File: src/logic/exec_pkg.sv
`default_nettype none

package exec_pkg;

    localparam int xlen          = 32;
    localparam int tag_bits      = 6;
    localparam int num_lanes     = 4;
    localparam int lane_idx_bits = $clog2(num_lanes);

    typedef logic [xlen-1:0]     word_t;
    typedef logic [tag_bits-1:0] tag_t;

    typedef enum logic [3:0] {
        alu_add  = 4'd0,
        alu_sub  = 4'd1,
        alu_and  = 4'd2,
        alu_or   = 4'd3,
        alu_xor  = 4'd4,
        alu_slt  = 4'd5,
        alu_sltu = 4'd6,
        alu_sll  = 4'd7,
        alu_srl  = 4'd8,
        alu_sra  = 4'd9
    } alu_func_e;

    typedef enum logic [1:0] {
        opa_rs1  = 2'd0,
        opa_npc  = 2'd1,
        opa_pc   = 2'd2,
        opa_zero = 2'd3
    } opa_select_e;

    // codes 6 and 7 are left undefined
    typedef enum logic [2:0] {
        opb_rs2   = 3'd0,
        opb_i_imm = 3'd1,
        opb_s_imm = 3'd2,
        opb_b_imm = 3'd3,
        opb_u_imm = 3'd4,
        opb_j_imm = 3'd5
    } opb_select_e;

    typedef struct packed {
        alu_func_e   func;
        opa_select_e opa_select;
        opb_select_e opb_select;
        word_t       rs1_value;
        word_t       rs2_value;
        word_t       pc;
        word_t       inst;
        tag_t        tag;
    } issue_packet_t;

    typedef struct packed {
        tag_t  tag;
        word_t data;
    } alu_result_t;

    localparam word_t opa_marker  = 32'hdeadface;
    localparam word_t opb_marker  = 32'hfacefeed;
    localparam word_t func_marker = 32'hfacebeec;

    typedef enum logic [1:0] {lane_idle, lane_issue_hold, lane_result_wait, lane_result_release}
        lane_state_e;
    typedef enum logic [1:0] {arb_scan, arb_offer, arb_drop, arb_settle} arb_state_e;
    typedef enum logic [1:0] {disp_idle, disp_forward, disp_release, disp_settle}
        dispatch_state_e;

endpackage

`default_nettype wire

File: src/logic/lane_issue_if.sv
`default_nettype none

interface lane_issue_if;
    import exec_pkg::*;

    logic          req;
    logic          ack;
    logic          idle;    // lane can take a packet
    issue_packet_t packet;

    modport dispatch (
        output req, packet,
        input  ack, idle
    );

    modport lane (
        input  req, packet,
        output ack, idle
    );

endinterface

`default_nettype wire

File: src/logic/lane_result_if.sv
`default_nettype none

interface lane_result_if;
    import exec_pkg::*;

    logic        req;
    logic        ack;
    alu_result_t result;

    modport lane (
        output req, result,
        input  ack
    );

    modport arbiter (
        input  req, result,
        output ack
    );

endinterface

`default_nettype wire

File: src/logic/alu_lane.sv
`default_nettype none

module alu_lane (
    input logic         clock,
    input logic         reset,
    lane_issue_if.lane  issue,
    lane_result_if.lane result
);
    import exec_pkg::*;

    lane_state_e   state;
    issue_packet_t pkt;
    word_t         inst;
    word_t         opa;
    word_t         opb;
    word_t         alu_out;
    alu_result_t   result_r;
    logic          ack_r;
    logic          req_r;

    assign pkt  = issue.packet;
    assign inst = pkt.inst;

    always_comb begin
        case (pkt.opa_select)
            opa_rs1:  opa = pkt.rs1_value;
            opa_npc:  opa = pkt.pc + 32'd4;
            opa_pc:   opa = pkt.pc;
            opa_zero: opa = '0;
            default:  opa = opa_marker;
        endcase
    end

    // immediates per the RV32 encodings
    always_comb begin
        case (pkt.opb_select)
            opb_rs2:   opb = pkt.rs2_value;
            opb_i_imm: opb = {{20{inst[31]}}, inst[31:20]};
            opb_s_imm: opb = {{20{inst[31]}}, inst[31:25], inst[11:7]};
            opb_b_imm: opb = {{19{inst[31]}}, inst[31], inst[7], inst[30:25], inst[11:8], 1'b0};
            opb_u_imm: opb = {inst[31:12], 12'b0};
            opb_j_imm: opb = {{11{inst[31]}}, inst[31], inst[19:12], inst[20], inst[30:21], 1'b0};
            default:   opb = opb_marker;
        endcase
    end

    always_comb begin
        case (pkt.func)
            alu_add:  alu_out = opa + opb;
            alu_sub:  alu_out = opa - opb;
            alu_and:  alu_out = opa & opb;
            alu_or:   alu_out = opa | opb;
            alu_xor:  alu_out = opa ^ opb;
            alu_slt:  alu_out = {{(xlen-1){1'b0}}, $signed(opa) < $signed(opb)};
            alu_sltu: alu_out = {{(xlen-1){1'b0}}, opa < opb};
            alu_sll:  alu_out = opa << opb[4:0];
            alu_srl:  alu_out = opa >> opb[4:0];
            alu_sra:  alu_out = word_t'($signed(opa) >>> opb[4:0]);
            default:  alu_out = func_marker;
        endcase
    end

    assign issue.idle    = (state == lane_idle);
    assign issue.ack     = ack_r;
    assign result.req    = req_r;
    assign result.result = result_r;

    always_ff @(posedge clock) begin
        if (reset) begin
            state <= lane_idle;
            ack_r <= 1'b0;
            req_r <= 1'b0;
        end else begin
            case (state)
                lane_idle: begin
                    if (issue.req) begin
                        ack_r <= 1'b1;
                        state <= lane_issue_hold;
                    end
                end
                lane_issue_hold: begin
                    if (!issue.req) begin
                        ack_r <= 1'b0;
                        req_r <= 1'b1;    // result offered as issue closes
                        state <= lane_result_wait;
                    end
                end
                lane_result_wait: begin
                    if (result.ack) begin
                        req_r <= 1'b0;
                        state <= lane_result_release;
                    end
                end
                lane_result_release: begin
                    if (!result.ack) state <= lane_idle;
                end
                default: state <= lane_idle;
            endcase
        end
    end

    always_ff @(posedge clock) begin
        if (state == lane_idle && issue.req) begin
            result_r.tag  <= pkt.tag;
            result_r.data <= alu_out;
        end
    end

endmodule

`default_nettype wire

File: src/flat_wrapper.sv
// flat-port wrapper written by rule: the top's interface ports become plain ports
module alu_lane_flat import exec_pkg::*;
  (clock, reset, issue_req, issue_packet, issue_ack, issue_idle, result_req, result_result, result_ack);
  lane_issue_if issue_i ();
  lane_result_if result_i ();
  input logic clock;
  input logic reset;
  input wire logic [$bits(issue_i.req)-1:0] issue_req;
  input wire logic [$bits(issue_i.packet)-1:0] issue_packet;
  output wire logic [$bits(issue_i.ack)-1:0] issue_ack;
  output wire logic [$bits(issue_i.idle)-1:0] issue_idle;
  output wire logic [$bits(result_i.req)-1:0] result_req;
  output wire logic [$bits(result_i.result)-1:0] result_result;
  input wire logic [$bits(result_i.ack)-1:0] result_ack;
  assign issue_i.req = issue_req;
  assign issue_i.packet = issue_packet;
  assign issue_ack = issue_i.ack;
  assign issue_idle = issue_i.idle;
  assign result_req = result_i.req;
  assign result_result = result_i.result;
  assign result_i.ack = result_ack;
  alu_lane u_core (.clock(clock), .reset(reset), .issue(issue_i), .result(result_i));
endmodule
File: config.mk
export PLATFORM = sky130hd
export DESIGN_NAME = alu_lane_flat
export DESIGN_NICKNAME = d
export VERILOG_FILES = /design/src/logic/exec_pkg.sv /design/src/logic/lane_issue_if.sv /design/src/logic/lane_result_if.sv /design/src/logic/alu_lane.sv /design/src/flat_wrapper.sv
export SDC_FILE = /design/constraint.sdc
export NUM_CORES = 1
export LEC_CHECK = 0
export ABC_AREA = 1
export BUFFER_PORTS_ARGS = -buffer_cell sky130_fd_sc_hd__buf_2
export CORE_UTILIZATION = 55
export DETAILED_ROUTE_END_ITERATION = 7
export GPL_TIMING_DRIVEN = 0
export PLACE_DENSITY = 0.88
export SETUP_SLACK_MARGIN = 0.5
export SLEW_MARGIN = 10
export SYNTH_ARGS = -nofsm -noshare
export SYNTH_HDL_FRONTEND = slang
export SYNTH_SLANG_ARGS = --single-unit
File: constraint.sdc
create_clock -name clock -period 4 [get_ports clock]
set_clock_uncertainty 0.2 [all_clocks]
set_input_delay 0.8 -clock clock [delete_from_list [all_inputs] [get_ports clock]]
set_output_delay 0.8 -clock clock [all_outputs]
set_load 0.02 [all_outputs]
==> impl_metrics.json, run 1 <==
{
  "cts_made_buffers": 5,
  "grt_first_pass_wirelength_um": 132000,
  "grt_pass1_vias": 21800,
  "place.gp.congestion": 1.20,
  "async_flop_share_pct": 0,
  "place_ws_ps": -1210,
  "clock_tree.buffer_depth": 2,
  "grt_max_degree": 40,
  "post-synth-top-count-cell": "nand2_1",
  "status": "did not finish",
  "grt_overflow": 73,
  "ys_ff_latch": 42,
  "num_io_pins": 188,
  "hpwlAfterDp_um": 54000,
  "synth-edff-count": 38,
  "htreeDepth": 2,
  "syn_nets": 2621,
  "stop_error": "[ERROR GRT-0116] Global routing finished with congestion. Check the congestion regions in the DRC Viewer.",
  "avgSynthCellArea_sq_um": 5.42,
  "haltStage": "global routing",
  "synth_top_area_share_pct": 20.2,
  "fp-row-count": 55,
  "yosys-top-cells-count": "nand2_1, nand3_1, inv_1, nor2_1, a21oi_1",
  "initial_core_util_pct": 56.3,
  "syn_inst": 2368,
  "synth-warning-count": 0,
  "port_buffers": 178,
  "yosysSeqAreaShare_pct": 9.52,
  "synthFlopType": "edfxtp_1",
  "netlist_area_sq_um": 12800,
  "die_h_um": 155,
  "clock-sinks": 42,
  "synth_cell_type_count": 62,
  "dieWidth_um": 155,
  "yosys.area.top_type": "nand2_1",
  "gr-usage-all-layers_pct": 73.5,
  "root_buffer": "clkbuf_16",
  "synth.area.top_cells": "nand2_1, nand3_1, ha_1"
}
## cells by family after synthesis
group,share of synthesized area (%)
AO/OA/AOI/OAI,19.8
buffers and inverters,11.9
AND/OR/NAND/NOR,47.8
adder cells (fa/ha/maj),10.5
flip-flops,9.52
XOR/XNOR,0.478
## timing repair
action / CTS
cloned: 3
hold buffers: 0
resized for setup: 499
pin swaps: 177
buffers inserted: 147
setup endpoints to repair: 31
## through the flow
stage               instances  utilization (%)  area [sq um]
floorplan                2368                -         13500
global placement         2859             65.1         14800
detailed placement       2859             65.1         14800
CTS                      3017             79.6         18100
## layer usage
metal	GRT overflow	GRT usage (%)
met2	41	92.4
met3	2	55.6
met5	0	20.5
met4	28	70.6
met1	2	74.9
==> run 2, diff against run 1 <==
--- a/config.mk
+++ b/config.mk
@@ -7,11 +7,10 @@
 export LEC_CHECK = 0
 export ABC_AREA = 1
 export BUFFER_PORTS_ARGS = -buffer_cell sky130_fd_sc_hd__buf_2
-export CORE_UTILIZATION = 55
+export CORE_UTILIZATION = 40
 export DETAILED_ROUTE_END_ITERATION = 7
 export GPL_TIMING_DRIVEN = 0
-export PLACE_DENSITY = 0.88
-export SETUP_SLACK_MARGIN = 0.5
+export PLACE_DENSITY_LB_ADDON = 0.15
 export SLEW_MARGIN = 10
 export SYNTH_ARGS = -nofsm -noshare
 export SYNTH_HDL_FRONTEND = slang
==> constraint.sdc (replaced) <==
create_clock -name clock -period 5.2 [get_ports clock]
set_clock_uncertainty 0.2 [all_clocks]
set_input_delay 1.04 -clock clock [delete_from_list [all_inputs] [get_ports clock]]
set_output_delay 1.04 -clock clock [all_outputs]
set_load 0.02 [all_outputs]
==> run 2 against run 1 <==
Net effect:
- the flow now finishes, with violations (design-rule violations)
- synthesized cell count is the same
- area after synthesis stayed put
==> impl_metrics.json, run 2 <==
{
  "crit_required_ps": 5030,
  "clk_pin_slew_worst_paths_ps": 60,
  "post-route-util_pct": 47.1,
  "die_h_um": 181,
  "grt_pass1_vias": 16300,
  "post-synth-top-count-cell": "nand2_1",
  "setup_viol": 0,
  "clock_tree.buffer_depth": 2,
  "nNetsFinal": 2801,
  "worst_setup_path_end_kind": "flip-flop",
  "postCtsHoldBufs": 0,
  "largest_register_ffs": 38,
  "hold_path.class": "flip-flop to flip-flop",
  "insertedDiodeCount": 0,
  "place_ws_ps": -1090,
  "drt_first_iter_violations": 2634,
  "yosys-top-cells-count": "nand2_1, nand3_1, inv_1, nor2_1, a21oi_1",
  "status": "finished with violations",
  "grtUsageMet3_pct": 12.1,
  "cts_tree": "done",
  "gr-usage-all-layers_pct": 41.7,
  "yosys.area.top_type": "nand2_1",
  "insertion_delay_ps": 270,
  "slew_violations": 0,
  "relSlewSlack_pct": 22.2,
  "seq_area_sq_um": 1220,
  "hold_viol_final": 0,
  "most-common-layout-cells": "nand2_1, nand3_1, inv_1",
  "tightest_slew_ps": 1140,
  "dieArea_sq_um": 32800,
  "grt_use_met1_pct": 56.6,
  "hpwlAfterDp_um": 59200,
  "power_frac_comb_pct": 75.5,
  "drc_errors": 6,
  "first_pass_iters": 8,
  "synth-warning-count": 0,
  "yosysSeqAreaShare_pct": 9.52,
  "timing.fmax_mhz": 195,
  "p_sw_share_pct": 59.3,
  "initial_core_util_pct": 40.6,
  "core_area_sq_um": 31600,
  "critPathMaxFanout": 10,
  "antenna_left": 0,
  "violations": "design-rule violations",
  "drive_gt1_share_pct": 15.4,
  "path_class": "input pin to flip-flop",
  "met2_usage_pct": 59.9,
  "arrival_ps": 4950,
  "async_flop_share_pct": 0,
  "via_count": 17800,
  "synth.area.top_cells": "nand2_1, nand3_1, ha_1",
  "fillCellCount": 3613,
  "cts_made_buffers": 5,
  "place_inst": 2948,
  "dieWidth_um": 181,
  "synth_cell_type_count": 62,
  "p_leak_uw": 0.00763,
  "ir_drop_mv": 0.177,
  "htreeDepth": 2,
  "root_buffer": "clkbuf_16",
  "final_common_cell": "nand2_1",
  "grt_max_degree": 40,
  "syn_nets": 2621,
  "p_clk_share_pct": 9.0,
  "clock-sinks": 42,
  "synth-edff-count": 38,
  "port_buffers": 178,
  "startpoint_type": "input pin",
  "netlist_area_sq_um": 12800,
  "via_per_inst": 6.04,
  "num_io_pins": 188,
  "syn2layout_area_growth_pct": 15.8,
  "final_cells": 2951,
  "synthFlopType": "edfxtp_1",
  "worst_slack_ps": 84.3,
  "routedWlPerCell_um": 24.1,
  "grt_busiest_layer": "met2",
  "cap_violations": 0,
  "grt_first_pass_wirelength_um": 103000,
  "grt_antenna_before_repair": 0,
  "power-per-cell-area_nw_per_um2": 219,
  "syn_inst": 2368,
  "fp-row-count": 65,
  "period_share_pct": 98.4,
  "place.gp.congestion": 1.10,
  "power_switching_uw": 1930,
  "grt_overflow": 0,
  "avgSynthCellArea_sq_um": 5.42,
  "p_seq_share_pct": 15.5,
  "finalPower_uw": 3260,
  "ys_ff_latch": 42,
  "period_needed_ps": 5120,
  "multi_input_area_sq_um": 10500,
  "p_int_uw": 1330,
  "routed_wirelength_um": 71000,
  "synth_top_area_share_pct": 20.2
}
[run 2: cell counts after synthesis]
Identical to the previous run, type by type.
[run 2: logic make-up after synthesis]
logic type                 after synthesis  synth area share, %
DFF                                     42                 9.52
adders and majority gates              106                 10.5
and+or+nand+nor                       1398                 47.8
AOI/OAI and AO/OA                      435                 19.8
buffers and inverters                  380                 11.9
xor gates and xnor gates                 7                0.478
[run 2: area by class of cell]
cell class                 instances  share of cell area, %
tap                              402                   3.39
buffer                            82                   2.97
timing repair buffer             186                   6.65
sequential                        42                   8.22
clock buffer                       5                  0.842
clock inverter                     3                  0.110
inverter                         285                   7.25
multi-input combinational       1946                   70.6
[run 2: worst paths after layout]
kind	slack, ps	cells past startpoint	from	to
worst max-delay path	80	26	issue_packet[135]	u_core.result.result[30]$_DFFE_PP_
worst min-delay path	330	2	u_core.state[1]$_SDFFE_PP0P_	u_core.state[1]$_SDFFE_PP0P_
worst min register to register	330	2	u_core.state[1]$_SDFFE_PP0P_	u_core.state[1]$_SDFFE_PP0P_
worst max register to register	3280	6	u_core.state[0]$_SDFFE_PP0P_	u_core.issue.ack$_SDFFE_PP0P_
[run 2: repair_timing]
action / CTS / global route
setup buffers: 0 / 8
endpoints found under the setup margin: 24 / 24
hold endpoints to repair: 0 / 0
resized for setup: 37 / 75
pin swaps: 0 / 7
[run 2: worst max-delay path: stages]
cell	delay [ps]
buf_2	140
inv_2	110
nand2_1	110
nor2_4	210
nand2_1	60
and2_1	160
buf_2	220
inv_2	210
clkbuf_4	320
clkbuf_4	300
ha_1	260
inv_1	70
o21ai_0	100
nand2_1	90
nand2_1	70
nand3_1	70
nand2_1	170
a21oi_1	130
o21bai_2	250
nand2_1	150
nand2_1	90
nand2_1	50
nand3_1	70
nand3_1	220
a21oi_1	190
nand2_1	70
[run 2: through the flow]
step                      TNS [ps]  hold slack, ps  instance area, sq um
after floorplan                  0             290                 12800
after global placement      -17890             297                 14200
after detailed placement    -18540             321                 14200
after CTS                     -288             333                 14500
after global routing         -8.25             351                 14900
final                            0             330                 14900
[run 2: power by group through the flow]
stage	logic, uW	clock network, uW	registers (uW)
after floorplan	1330	0	615
after global placement	2240	0	511
after detailed placement	2240	0	511
after CTS	2270	301	504
after global routing	2610	314	512
final	2460	295	503
[run 2: metal layers]
| metal | wire length, um | share of wire, % |
|---|---|---|
| met1 | 28900 | 41 |
| met2 | 27800 | 39 |
| met3 | 10300 | 14 |
| met4 | 4090 | 5.8 |
| met5 | 0 | 0 |
Power figures use the tool's default switching activity.
